### config.mk
export PLATFORM = sky130hd
export DESIGN_NAME = load_store_queue
export DESIGN_NICKNAME = d
export VERILOG_FILES = /design/src/design/lsq_pkg.sv /design/src/design/lsq_fifo.sv /design/src/design/store_queue.sv /design/src/design/load_store_queue.sv
export VERILOG_INCLUDE_DIRS = /design/src /design/src/design
export SDC_FILE = /design/constraint.sdc
export NUM_CORES = 1
export LEC_CHECK = 0
export CAP_MARGIN = 20
export CELL_PAD_IN_SITES_DETAIL_PLACEMENT = 2
export CELL_PAD_IN_SITES_GLOBAL_PLACEMENT = 2
export CORE_ASPECT_RATIO = 0.75
export CORE_MARGIN = 1
export CORE_UTILIZATION = 50
export DETAILED_ROUTE_END_ITERATION = 8
export DONT_BUFFER_PORTS = 1
export HOLD_SLACK_MARGIN = 0.15
export PLACE_DENSITY = 0.89
export SLEW_MARGIN = 20
export SYNTH_ARGS = -nofsm -noshare
export SYNTH_HDL_FRONTEND = slang
export SYNTH_SLANG_ARGS = --single-unit
### constraint.sdc
create_clock -name clk -period 5.2 [get_ports clk]
set_input_delay 0 -clock clk [delete_from_list [all_inputs] [get_ports clk]]
set_output_delay 0 -clock clk [all_outputs]
set_load 0.01 [all_outputs]
### src/design/lsq_params.svh
`ifndef LSQ_PARAMS_SVH
`define LSQ_PARAMS_SVH

//////////////////////////////////////////////////////////////////////
// Queue depths

// Load queue and load address FIFO, one entry per ID
`define LSQ_LQ_DEPTH 8

// Store queue and store address FIFO
`define LSQ_SQ_DEPTH 4

//////////////////////////////////////////////////////////////////////
// Field widths

`define LSQ_ID_W 3
`define LSQ_OFFSET_W 12
`define LSQ_PAGE_W 20

// Folded offset hash used for load/store collision checks
`define LSQ_HASH_W 5

`endif

### src/design/lsq_pkg.sv
`include "lsq_params.svh"

package lsq_pkg;

    //////////////////////////////////////////////////////////////////////
    // Offset hash
    //
    // Folds the word part of the page offset into LSQ_HASH_W bits
    // Bits 1..0 are byte lanes and do not take part
    // Same word offset always gives the same hash
    // Different words may still alias, which only costs a stall

    function automatic logic [`LSQ_HASH_W-1:0] lsq_offset_hash(
        input logic [`LSQ_OFFSET_W-1:0] offset
    );
        logic [`LSQ_HASH_W-1:0] low_part;
        logic [`LSQ_HASH_W-1:0] high_part;
        low_part  = offset[6:2];
        high_part = offset[11:7];
        return low_part ^ high_part;
    endfunction

    //////////////////////////////////////////////////////////////////////
    // Full address assembly
    //
    // Physical page number from the address channel on top
    // Page offset from the operation itself below

    function automatic logic [31:0] lsq_full_addr(
        input logic [`LSQ_PAGE_W-1:0]   page,
        input logic [`LSQ_OFFSET_W-1:0] offset
    );
        logic [31:0] addr;
        addr = {page, offset};
        return addr;
    endfunction

endpackage

### src/design/lsq_fifo.sv
`timescale 1ns/10ps

module lsq_fifo #(
    parameter int WIDTH = 8,
    parameter int DEPTH = 4
) (
    input  logic             clk,
    input  logic             rst,
    input  logic             push,
    input  logic [WIDTH-1:0] wdata,
    input  logic             pop,
    output logic             valid,
    output logic [WIDTH-1:0] rdata,
    output logic             full
);
    localparam int PTR_W = (DEPTH > 1) ? $clog2(DEPTH) : 1;
    localparam int CNT_W = $clog2(DEPTH + 1);

    logic [WIDTH-1:0] mem [DEPTH];
    logic [PTR_W-1:0] rd_ptr;
    logic [PTR_W-1:0] wr_ptr;
    logic [CNT_W-1:0] count;
    logic             do_push;
    logic             do_pop;

    // Wrapping increment, depth need not be a power of two
    function automatic logic [PTR_W-1:0] ptr_inc(input logic [PTR_W-1:0] ptr);
        if (ptr == PTR_W'(DEPTH - 1)) begin
            return '0;
        end
        return ptr + 1'b1;
    endfunction

    // Push into a full FIFO and pop of an empty one are ignored
    assign do_push = push & ~full;
    assign do_pop  = pop & valid;

    always_ff @(posedge clk) begin
        if (rst) begin
            rd_ptr <= '0;
            wr_ptr <= '0;
            count  <= '0;
        end else begin
            if (do_push) begin
                wr_ptr <= ptr_inc(wr_ptr);
            end
            if (do_pop) begin
                rd_ptr <= ptr_inc(rd_ptr);
            end
            // Count moves only when exactly one side acts
            if (do_push & ~do_pop) begin
                count <= count + 1'b1;
            end else if (do_pop & ~do_push) begin
                count <= count - 1'b1;
            end
        end
    end

    // Storage array
    always_ff @(posedge clk) begin
        if (do_push) begin
            mem[wr_ptr] <= wdata;
        end
    end

    // Head is visible one cycle after its push
    assign rdata = mem[rd_ptr];
    assign valid = (count != '0);
    assign full  = (count == CNT_W'(DEPTH));

endmodule

### src/design/store_queue.sv
`timescale 1ns/10ps

`include "lsq_params.svh"

module store_queue
    import lsq_pkg::*;
(
    input  logic                              clk,
    input  logic                              rst,
    input  logic                              push,
    input  logic [`LSQ_OFFSET_W-1:0]          offset,
    input  logic [31:0]                       wdata,
    input  logic [3:0]                        be,
    input  logic                              retire,
    input  logic [`LSQ_OFFSET_W-1:0]          load_offset,
    input  logic                              pop,
    output logic                              valid,
    output logic [`LSQ_OFFSET_W-1:0]          head_offset,
    output logic [31:0]                       head_wdata,
    output logic [3:0]                        head_be,
    output logic                              full,
    output logic                              empty,
    output logic                              collision,
    output logic [$clog2(`LSQ_SQ_DEPTH)-1:0]  tail,
    output logic [$clog2(`LSQ_SQ_DEPTH)-1:0]  head
);
    localparam int DEPTH = `LSQ_SQ_DEPTH;
    localparam int IDX_W = $clog2(DEPTH);

    // Per-entry payload
    logic [`LSQ_OFFSET_W-1:0] offset_q [DEPTH];
    logic [31:0]              wdata_q  [DEPTH];
    logic [3:0]               be_q     [DEPTH];
    logic [`LSQ_HASH_W-1:0]   hash_q   [DEPTH];

    // Per-entry state
    logic [DEPTH-1:0] occupied;
    logic [DEPTH-1:0] retired;

    logic [IDX_W-1:0] head_ptr;
    logic [IDX_W-1:0] tail_ptr;
    logic [IDX_W-1:0] retire_ptr;

    logic [`LSQ_HASH_W-1:0] load_hash;
    logic [DEPTH-1:0]       hash_match;
    logic                   do_push;
    logic                   do_pop;

    function automatic logic [IDX_W-1:0] idx_inc(input logic [IDX_W-1:0] idx);
        if (idx == IDX_W'(DEPTH - 1)) begin
            return '0;
        end
        return idx + 1'b1;
    endfunction

    assign do_push = push & ~full;
    assign do_pop  = pop & valid;

    //////////////////////////////////////////////////////////////////////
    // Entry tracking

    // Retire walks its own pointer in program order
    // It never passes the tail, so it never hits a slot being pushed
    always_ff @(posedge clk) begin
        if (rst) begin
            occupied   <= '0;
            retired    <= '0;
            head_ptr   <= '0;
            tail_ptr   <= '0;
            retire_ptr <= '0;
        end else begin
            if (do_pop) begin
                occupied[head_ptr] <= 1'b0;
                retired[head_ptr]  <= 1'b0;
                head_ptr           <= idx_inc(head_ptr);
            end
            if (do_push) begin
                occupied[tail_ptr] <= 1'b1;
                retired[tail_ptr]  <= 1'b0;
                tail_ptr           <= idx_inc(tail_ptr);
            end
            if (retire) begin
                retired[retire_ptr] <= 1'b1;
                retire_ptr          <= idx_inc(retire_ptr);
            end
        end
    end

    // Payload and hash written at push
    always_ff @(posedge clk) begin
        if (do_push) begin
            offset_q[tail_ptr] <= offset;
            wdata_q[tail_ptr]  <= wdata;
            be_q[tail_ptr]     <= be;
            hash_q[tail_ptr]   <= lsq_offset_hash(offset);
        end
    end

    //////////////////////////////////////////////////////////////////////
    // Collision check for the load being pushed

    assign load_hash = lsq_offset_hash(load_offset);

    // Any occupied store with the same hash, retired or not
    always_comb begin
        for (int i = 0; i < DEPTH; i++) begin
            hash_match[i] = occupied[i] & (hash_q[i] == load_hash);
        end
    end

    assign collision = |hash_match;

    //////////////////////////////////////////////////////////////////////
    // Head and status

    // Registered retire flag, so issue starts the cycle after the pulse
    assign valid       = retired[head_ptr];
    assign head_offset = offset_q[head_ptr];
    assign head_wdata  = wdata_q[head_ptr];
    assign head_be     = be_q[head_ptr];

    assign full  = &occupied;
    assign empty = ~|occupied;
    assign tail  = tail_ptr;
    assign head  = head_ptr;

endmodule

### src/design/load_store_queue.sv
`timescale 1ns/10ps

`include "lsq_params.svh"

module load_store_queue
    import lsq_pkg::*;
(
    input  logic                       clk,
    input  logic                       rst,
    input  logic                       push,
    input  logic                       is_store,
    input  logic [`LSQ_OFFSET_W-1:0]   offset,
    input  logic [`LSQ_ID_W-1:0]       id,
    input  logic [2:0]                 fn3,
    input  logic [31:0]                wdata,
    input  logic [3:0]                 be,
    input  logic                       addr_push,
    input  logic                       addr_is_store,
    input  logic [`LSQ_PAGE_W-1:0]     page,
    input  logic                       discard,
    input  logic                       retire,
    input  logic                       load_pop,
    input  logic                       store_pop,
    output logic                       full,
    output logic                       load_valid,
    output logic [31:0]                load_addr,
    output logic [2:0]                 load_fn3,
    output logic [`LSQ_ID_W-1:0]       load_id,
    output logic                       store_valid,
    output logic [31:0]                store_addr,
    output logic [31:0]                store_wdata,
    output logic [3:0]                 store_be,
    output logic                       empty,
    output logic                       sq_empty
);
    localparam int SQ_IDX_W     = $clog2(`LSQ_SQ_DEPTH);
    localparam int LQ_ENTRY_W   = `LSQ_OFFSET_W + `LSQ_ID_W + 3 + 1 + SQ_IDX_W;
    localparam int ADDR_ENTRY_W = `LSQ_PAGE_W + 1;

    // Load queue
    logic                     lq_push;
    logic                     lq_pop;
    logic                     lq_valid;
    logic                     lq_full;
    logic [LQ_ENTRY_W-1:0]    lq_wdata;
    logic [LQ_ENTRY_W-1:0]    lq_rdata;
    logic [`LSQ_OFFSET_W-1:0] lq_offset;
    logic [`LSQ_ID_W-1:0]     lq_id;
    logic [2:0]               lq_fn3;
    logic                     lq_collision;
    logic [SQ_IDX_W-1:0]      lq_sq_tail;
    logic                     load_blocked;
    logic                     lq_drop;

    // Load address FIFO
    logic                     lq_addr_in;
    logic                     lq_addr_push;
    logic                     lq_addr_valid;
    logic [ADDR_ENTRY_W-1:0]  lq_addr_rdata;
    logic                     lq_addr_present;
    logic [`LSQ_PAGE_W-1:0]   lq_page;
    logic                     lq_discard;

    // Store queue
    logic                     sq_push;
    logic                     sq_pop;
    logic                     sq_valid;
    logic                     sq_full;
    logic                     sq_collision;
    logic [SQ_IDX_W-1:0]      sq_tail;
    logic [SQ_IDX_W-1:0]      sq_head;
    logic [`LSQ_OFFSET_W-1:0] sq_offset;
    logic                     sq_drop;

    // Store address FIFO
    logic                     sq_addr_in;
    logic                     sq_addr_push;
    logic                     sq_addr_valid;
    logic [ADDR_ENTRY_W-1:0]  sq_addr_rdata;
    logic                     sq_addr_present;
    logic [`LSQ_PAGE_W-1:0]   sq_page;
    logic                     sq_discard;

    //////////////////////////////////////////////////////////////////////
    // Push routing

    assign lq_push    = push & ~is_store;
    assign sq_push    = push & is_store;
    assign lq_addr_in = addr_push & ~addr_is_store;
    assign sq_addr_in = addr_push & addr_is_store;

    // Either queue out of entries stops all pushes
    assign full = lq_full | sq_full;

    //////////////////////////////////////////////////////////////////////
    // Load side

    // Collision and store tail captured with the load
    assign lq_wdata = {offset, id, fn3, sq_collision, sq_tail};
    assign {lq_offset, lq_id, lq_fn3, lq_collision, lq_sq_tail} = lq_rdata;

    lsq_fifo #(
        .WIDTH (LQ_ENTRY_W),
        .DEPTH (`LSQ_LQ_DEPTH)
    ) u_load_queue (
        .clk   (clk),
        .rst   (rst),
        .push  (lq_push),
        .wdata (lq_wdata),
        .pop   (lq_pop),
        .valid (lq_valid),
        .rdata (lq_rdata),
        .full  (lq_full)
    );

    // Address consumed in the same cycle skips the FIFO
    assign lq_addr_push = lq_addr_in & ~(lq_pop & ~lq_addr_valid);

    lsq_fifo #(
        .WIDTH (ADDR_ENTRY_W),
        .DEPTH (`LSQ_LQ_DEPTH)
    ) u_load_addr_fifo (
        .clk   (clk),
        .rst   (rst),
        .push  (lq_addr_push),
        .wdata ({page, discard}),
        .pop   (lq_pop),
        .valid (lq_addr_valid),
        .rdata (lq_addr_rdata),
        .full  ()
    );

    // Bypass mux for an address arriving while the FIFO is empty
    // That address then belongs to the head load
    assign lq_addr_present = lq_addr_valid | lq_addr_in;
    assign lq_page    = lq_addr_valid ? lq_addr_rdata[ADDR_ENTRY_W-1:1] : page;
    assign lq_discard = lq_addr_valid ? lq_addr_rdata[0] : discard;

    // Older matching stores still ahead of the store head
    assign load_blocked = lq_collision & (lq_sq_tail != sq_head);

    assign lq_drop = lq_valid & lq_addr_present & lq_discard;
    assign lq_pop  = load_pop | lq_drop;

    assign load_valid = lq_valid & lq_addr_present & ~lq_discard & ~load_blocked;
    assign load_addr  = lsq_full_addr(lq_page, lq_offset);
    assign load_fn3   = lq_fn3;
    assign load_id    = lq_id;

    //////////////////////////////////////////////////////////////////////
    // Store side

    store_queue u_store_queue (
        .clk         (clk),
        .rst         (rst),
        .push        (sq_push),
        .offset      (offset),
        .wdata       (wdata),
        .be          (be),
        .retire      (retire),
        .load_offset (offset),
        .pop         (sq_pop),
        .valid       (sq_valid),
        .head_offset (sq_offset),
        .head_wdata  (store_wdata),
        .head_be     (store_be),
        .full        (sq_full),
        .empty       (sq_empty),
        .collision   (sq_collision),
        .tail        (sq_tail),
        .head        (sq_head)
    );

    assign sq_addr_push = sq_addr_in & ~(sq_pop & ~sq_addr_valid);

    lsq_fifo #(
        .WIDTH (ADDR_ENTRY_W),
        .DEPTH (`LSQ_SQ_DEPTH)
    ) u_store_addr_fifo (
        .clk   (clk),
        .rst   (rst),
        .push  (sq_addr_push),
        .wdata ({page, discard}),
        .pop   (sq_pop),
        .valid (sq_addr_valid),
        .rdata (sq_addr_rdata),
        .full  ()
    );

    assign sq_addr_present = sq_addr_valid | sq_addr_in;
    assign sq_page    = sq_addr_valid ? sq_addr_rdata[ADDR_ENTRY_W-1:1] : page;
    assign sq_discard = sq_addr_valid ? sq_addr_rdata[0] : discard;

    // Discarded store still waits for retire before it is dropped
    assign sq_drop = sq_valid & sq_addr_present & sq_discard;
    assign sq_pop  = store_pop | sq_drop;

    assign store_valid = sq_valid & sq_addr_present & ~sq_discard;
    assign store_addr  = lsq_full_addr(sq_page, sq_offset);

    //////////////////////////////////////////////////////////////////////
    // Status

    assign empty = ~lq_valid & sq_empty;

endmodule

==> impl_metrics.ini, run 1 <==
[sta]
min_period_ns = 4.56
timing.fmax_ghz = 0.219
final_min_period_over_clock_period = 0.877
unrepaired_setup_endpoints_after_global_routing = false
maxSlewHeadroom = 0.269
worst_pin_slew_ns = 1.10
max_slew_violation_count = 0
setup_violations = 0
worst_slack_ns = 0.641
worst_hold_slack_ns = 0.162
setup_total_negative_slack_ns = 0
clock_skew_ns = 0.0378
finalHoldViolations = 0

[route]
antenna_left = 0
drt_first_iter_violations = 1757
route.vias.total = 14690
vias_per_cell = 6.70
first_pass_iters = 5
total_routed_wirelength_microns = 93100
remaining_drc_errors = 0
detail_route.wl_per_cell_microns = 42.4

[global_routing]
grt_first_pass_wirelength_microns = 130000
grt_antenna_before_repair = 6
grt_pass1_vias = 15599
grt_overflow_total = 0
globalRouteTotalUtil = 0.356
maximum_number_of_pins_on_one_net_before_global_route_repair = 54

[synth]
synthArstFlopShare = 0
ys_ff_latch = 683
post_synthesis_area_per_instance_sq_um = 20.9
nets_in_the_synthesized_netlist = 1385
synth_cell_type_count = 47
synth_enable_flop_cells = 632
synthesis.instances = 1266
synth_area_sq_um = 26500
commonest_register_cell_after_synthesis = sky130_fd_sc_hd__edfxtp_1
yosysWarnings = 0
register_area_share_after_synthesis = 0.756

[clock_tree]
cells_resized_by_post_cts_repair = 0
cts_buffers = 66
cts.sinks = 683
max-clock-path-buffers = 3
clock_tree.root_cell = sky130_fd_sc_hd__clkbuf_16
worst_skew_pair.late_latency_ns = 0.63
cts_max_level = 3
tritoncts = built
worst_setup_hold_path_clk_slew_ns = 0.07

[place]
place_congestion = 0.844
post_dp_cell_area_sq_um = 27500
post-dp-hpwl_microns = 48400
place_ws_ns = 1.27
numPortBuffers = 0
placedCellCount = 1946

[worst_setup_path]
crit_path_top_delay_cell = sky130_fd_sc_hd__dfxtp_2
cp_buf_inv_count = 2
data_arrival_critical_path_ns = 5.03
critical_path_peak_fanout = 23
critical_path_class = reg2reg
critical-path-max-stage-delay_ns = 0.89
timing.critical_path.from_type = register
timing.critical_path.cells = mux4_2, o22ai_1, o22ai_2, inv_1, ha_1, inv_1, ha_1, a21o_1, a21oi_1, xnor2_1, o21ai_0, a21oi_1
worstPathRequired_ns = 5.67
crit_path_end_kind = register
cell_family_with_the_largest_share_of_critical_path_delay = compound AO/OA/AOI/OAI gates

[finish]
fraction_of_layout_cells_with_a_size_suffix_above_1 = 0.238
final_common_cell = sky130_fd_sc_hd__edfxtp_1
net_count_final = 1556
finish.instance_area_sq_um = 30800
area_growth_syn_to_layout_pct = 16.5
layout_common_cells = sky130_fd_sc_hd__edfxtp_1 (632), sky130_fd_sc_hd__mux4_2 (153), sky130_fd_sc_hd__dlygate4sd3_1 (124)
finished_layout_cells = 2194

[run]
cap_violations = 0

[hold_path]
hp-class = in2reg

[power_and_ir_drop]
total_leakage_power_nw = 9.82
vdd.ir_drop.worst_uv = 320
p_per_area_nw_per_um2 = 479

[floorplan]
die_h_microns = 201
die_w_microns = 268
core_region_area_sq_um = 51900
num_rows = 72
top_level_ports = 195
area_of_the_die_sq_um = 53900
floorplan.initialDensity = 0.510

[outcome]
outcome = complete, no violations
## layout make-up
| cell class | instances | area, sq um |
|---|---|---|
| fill | 4138 | 21100 |
| sequential | 683 | 20000 |
| multi-input combinational | 508 | 6240 |
| clock buffer | 92 | 1940 |
| timing repair buffer | 156 | 1530 |
| tap | 703 | 880 |
| clock inverter | 27 | 146 |
| inverter | 22 | 82.6 |
| antenna | 3 | 7.51 |
## cell families after synthesis
kind of cell / synth area share
compound gates: 0.0155
xor+xnor: 0.0116
fa+ha+maj: 0.0174
buf+inv: 0.0113
flops: 0.756
mux: 0.164
simple gates: 0.0249
## report_power, final
| part | total, mW | internal, mW | switching (mW) |
|---|---|---|---|
| Combinational | 3.29 | 1.36 | 1.93 |
| Clock | 4.92 | 2.66 | 2.26 |
| Sequential | 6.57 | 6.21 | 0.364 |
| Total | 14.8 | 10.2 | 4.55 |
## timing repair
action | in CTS | in global routing
setup buffers | 0 | 0
endpoints found under the hold margin | 682 | 0
hold buffers | 125 | 0
## cell usage after synthesis (10+ instances only)
master	number	area share
sky130_fd_sc_hd__dfxtp_1	51	0.039
sky130_fd_sc_hd__xnor2_1	10	0.0033
sky130_fd_sc_hd__inv_1	22	0.0031
sky130_fd_sc_hd__ha_1	32	0.015
sky130_fd_sc_hd__mux2i_1	42	0.016
sky130_fd_sc_hd__mux2_2	41	0.017
sky130_fd_sc_hd__xor2_1	25	0.0083
sky130_fd_sc_hd__buf_2	13	0.0025
sky130_fd_sc_hd__edfxtp_1	632	0.72
sky130_fd_sc_hd__mux4_2	153	0.13
sky130_fd_sc_hd__a21oi_1	18	0.0034
sky130_fd_sc_hd__clkbuf_1	34	0.0048
sky130_fd_sc_hd__nor3_1	10	0.0019
sky130_fd_sc_hd__o21ai_0	27	0.0051
sky130_fd_sc_hd__nor2_1	44	0.0062
sky130_fd_sc_hd__nand2_1	41	0.0058
## metal layers
layer,share of wire,up-vias,global-route usage,wire length (microns)
li1,-,5511,-,-
met1,0.36,8059,0.446,33800
met2,0.52,920,0.608,48000
met3,0.081,200,0.0783,7560
met4,0.040,0,0.134,3680
met5,0,-,0,0
## through the flow
| step | utilization | total power, mW |
|---|---|---|
| 3_3_place_gp | 0.529 | 9.23 |
| 5_1_grt | 0.594 | 15.1 |
| 4_1_cts | 0.594 | 14.6 |
| 2_1_floorplan | - | 8.63 |
| 6_report | 0.594 | 14.8 |
| 3_5_place_dp | 0.529 | 9.53 |
## flip-flops by register name, indices dropped and copies added (netlist names), named ones only
name / flops
u_store_addr_fifo.wr_ptr: 2
u_load_addr_fifo.mem: 168
u_store_addr_fifo.rd_ptr: 2
u_store_addr_fifo.mem: 84
u_store_queue.head: 2
u_store_queue.offset_q: 48
u_store_queue.retire_ptr: 2
u_store_addr_fifo.count: 3
u_load_queue.rd_ptr: 3
u_load_addr_fifo.rd_ptr: 3
u_store_queue.hash_q: 20
u_store_queue.wdata_q: 128
u_load_addr_fifo.wr_ptr: 3
u_store_queue.occupied: 4
u_store_queue.be_q: 16
u_load_queue.wr_ptr: 3
u_load_queue.count: 4
u_load_addr_fifo.count: 4
u_load_queue.mem: 168
u_store_queue.retired: 4
u_store_queue.tail: 2
## path summary, 6_finish.rpt
path / slack (ns) / endpoint / startpoint / depth (start not counted)
worst min register to register: 0.59 / register / u_load_queue.rd_ptr[1]$_SDFFE_PP0P_ / 2
worst max-delay path: 0.64 / u_load_queue.count[3]$_SDFFE_PP0P_ / register / 12
worst min-delay path: 0.16 / u_store_queue.wdata_q[3][25]$_DFFE_PP_ / wdata[25] / 1
worst max register to register: 0.64 / u_load_queue.count[3]$_SDFFE_PP0P_ / register / 12
No activity file was read; power rests on OpenSTA's default activity.
==> run 2: changes to the inputs <==
--- a/config.mk
+++ b/config.mk
@@ -9,7 +9,6 @@
 export CAP_MARGIN = 20
 export CELL_PAD_IN_SITES_DETAIL_PLACEMENT = 2
 export CELL_PAD_IN_SITES_GLOBAL_PLACEMENT = 2
-export CORE_ASPECT_RATIO = 0.75
 export CORE_MARGIN = 1
 export CORE_UTILIZATION = 50
 export DETAILED_ROUTE_END_ITERATION = 8
==> impl_metrics.ini, run 2 (synthesis results as in run 1) <==
[hold_path]
hp-class = in2out
min_path_cells = 1
hold_path.startpoint = page[11]
whs_endpoint = store_addr[23]

[route]
total_routed_wirelength_microns = 91200
vias_per_cell = 6.55
drt_first_iter_violations = 1273
remaining_drc_errors = 0
detail_route.wl_per_cell_microns = 42.0
first_pass_iters = 5
route.vias.total = 14230
antenna_left = 0

[sta]
setup_violations = 0
setup_total_negative_slack_ns = 0
clock_skew_ns = 0.0339
finalHoldViolations = 0
final_min_period_over_clock_period = 0.895
worst_pin_slew_ns = 1.12
min_period_ns = 4.65
maxSlewHeadroom = 0.251
timing.fmax_ghz = 0.215
unrepaired_setup_endpoints_after_global_routing = false
max_slew_violation_count = 0

[clock_tree]
worst_setup_hold_path_clk_slew_ns = 0.06
cts_max_level = 3
cts_post_setup_buffers_inserted = 0
cells_resized_by_post_cts_repair = 0
clock_tree.root_cell = sky130_fd_sc_hd__clkbuf_16
max-clock-path-buffers = 3
cts_buffers = 70
cts.sinks = 683
worst_skew_pair.late_latency_ns = 0.64
tritoncts = built

[worst_setup_path]
register_to_register_path_setup_slack_ns = 0.55
timing.critical_path.cells = nor4_2, buf_4, a41oi_1, dlygate4sd3_1, o22ai_2, inv_1, ha_1, inv_1, ha_1, a21o_1, a21oi_1, xnor2_1, o21ai_0, a21oi_1
reg_to_reg_end = u_load_queue.count[3]$_SDFFE_PP0P_
critical_path_peak_fanout = 42
worstPathRequired_ns = 5.66
data_arrival_critical_path_ns = 5.12
r2r-start = u_load_addr_fifo.count[0]$_SDFFE_PP0P_
crit_path_top_delay_cell = sky130_fd_sc_hd__dlygate4sd3_1
cp_buf_inv_count = 4
critical_path_class = reg2reg
crit_path_end_kind = register
r2r.worst_path.cells = 14
critical-path-max-stage-delay_ns = 0.64
cell_family_with_the_largest_share_of_critical_path_delay = compound AO/OA/AOI/OAI gates
timing.critical_path.from_type = register

[run]
cap_violations = 0

[global_routing]
grt_overflow_total = 0
grt_antenna_before_repair = 2
grt_pass1_vias = 15646
globalRouteTotalUtil = 0.351
grt_first_pass_wirelength_microns = 128000
maximum_number_of_pins_on_one_net_before_global_route_repair = 51

[finish]
fraction_of_layout_cells_with_a_size_suffix_above_1 = 0.251
finish.instance_area_sq_um = 31000
area_growth_syn_to_layout_pct = 17.1
net_count_final = 1556
fill_cells = 4024
antenna_diodes = 0
final_core_utilization = 0.598
top_regs = u_load_addr_fifo.mem x168, u_load_queue.mem x168, u_store_queue.wdata_q x128
finished_layout_cells = 2171
layout_common_cells = sky130_fd_sc_hd__edfxtp_1 (632), sky130_fd_sc_hd__mux4_2 (153), sky130_fd_sc_hd__dlygate4sd3_1 (119)
final_common_cell = sky130_fd_sc_hd__edfxtp_1

[power_and_ir_drop]
part_of_the_power_in_combinational_logic = 0.213
sw_frac_of_total = 0.302
vdd.ir_drop.worst_uv = 345
clock_power_share = 0.358
p_per_area_nw_per_um2 = 489
seqPwrFrac = 0.430
intPower_mw = 10.6
total_switching_power_mw = 4.57
total_leakage_power_nw = 9.92

[floorplan]
floorplan.initialDensity = 0.511
top_level_ports = 195
num_rows = 83
die_h_microns = 232
core_region_area_sq_um = 51800
area_of_the_die_sq_um = 53800
die_w_microns = 232

[place]
post_dp_cell_area_sq_um = 27400
placedCellCount = 1924
place_congestion = 0.740
numPortBuffers = 0
post-dp-hpwl_microns = 48000

[outcome]
outcome = complete, no violations
[run 2: cell types whose count changed in the layout (fill, tap and decap cells not counted), moves of 2 or more]
cell,before,now
sky130_fd_sc_hd__dlygate4sd3_1,124,119
sky130_fd_sc_hd__clkbuf_8,6,13
sky130_fd_sc_hd__clkbuf_1,14,12
sky130_fd_sc_hd__diode_2,3,0
sky130_fd_sc_hd__clkinv_2,11,14
sky130_fd_sc_hd__buf_16,2,0
sky130_fd_sc_hd__inv_6,1,3
sky130_fd_sc_hd__buf_4,29,31
sky130_fd_sc_hd__bufinv_16,1,5
sky130_fd_sc_hd__clkinv_1,14,5
[run 2: what timing repair did]
item,CTS,global route
endpoints found under the hold margin,677,0
endpoints found under the setup margin,0,0
hold buffers,120,0
[run 2: per-layer routing]
| layer | track usage | share of wire | vias up |
|---|---|---|---|
| li1 | - | - | 5503 |
| met3 | 0.0631 | 0.062 | 213 |
| met1 | 0.412 | 0.35 | 7762 |
| met4 | 0.174 | 0.052 | 4 |
| met2 | 0.620 | 0.53 | 748 |
| met5 | 0 | 0.00033 | - |
[run 2: final cells by class]
type                       count  area (sq um)  share of cell area
inverter                      22          82.6             0.00267
clock inverter                28           282             0.00909
clock buffer                  98          2050              0.0662
sequential                   683         20000               0.646
tap                          680           851              0.0275
multi-input combinational    508          6250               0.202
timing repair buffer         152          1460              0.0470
[run 2: worst max path at each step]
stage,start,end,slack (ns),depth (start not counted)
after floorplan,u_load_queue.count[0]$_SDFFE_PP0P_,u_load_addr_fifo.mem[0][0]$_DFFE_PP_,1.67,5
after global placement,register,u_load_addr_fifo.count[3]$_SDFFE_PP0P_,1.67,12
after detailed placement,register,u_load_addr_fifo.count[3]$_SDFFE_PP0P_,1.25,12
after CTS,u_load_addr_fifo.count[0]$_SDFFE_PP0P_,u_load_queue.count[3]$_SDFFE_PP0P_,0.92,14
after global routing,u_load_addr_fifo.count[0]$_SDFFE_PP0P_,u_load_queue.count[3]$_SDFFE_PP0P_,0.38,14
final,u_load_addr_fifo.count[0]$_SDFFE_PP0P_,u_load_queue.count[3]$_SDFFE_PP0P_,0.55,14
[run 2: power groups by stage]
stage,clock [mW],sequential (mW),combinational [mW]
3_5_place_dp,0,6.59,2.88
3_3_place_gp,0,6.54,2.64
6_report,5.42,6.50,3.22
2_1_floorplan,0,6.40,2.23
5_1_grt,5.62,6.53,3.36
4_1_cts,5.37,6.49,3.15
[run 2: metrics by stage]
step	total power [mW]	hold slack, ns	setup WS (ns)
6_report	15.1	0.157	0.547
5_1_grt	15.5	0.158	0.382
4_1_cts	15.0	0.152	0.916
3_5_place_dp	9.46	0.0881	1.25
3_3_place_gp	9.18	0.0822	1.67
2_1_floorplan	8.63	0.0989	1.67
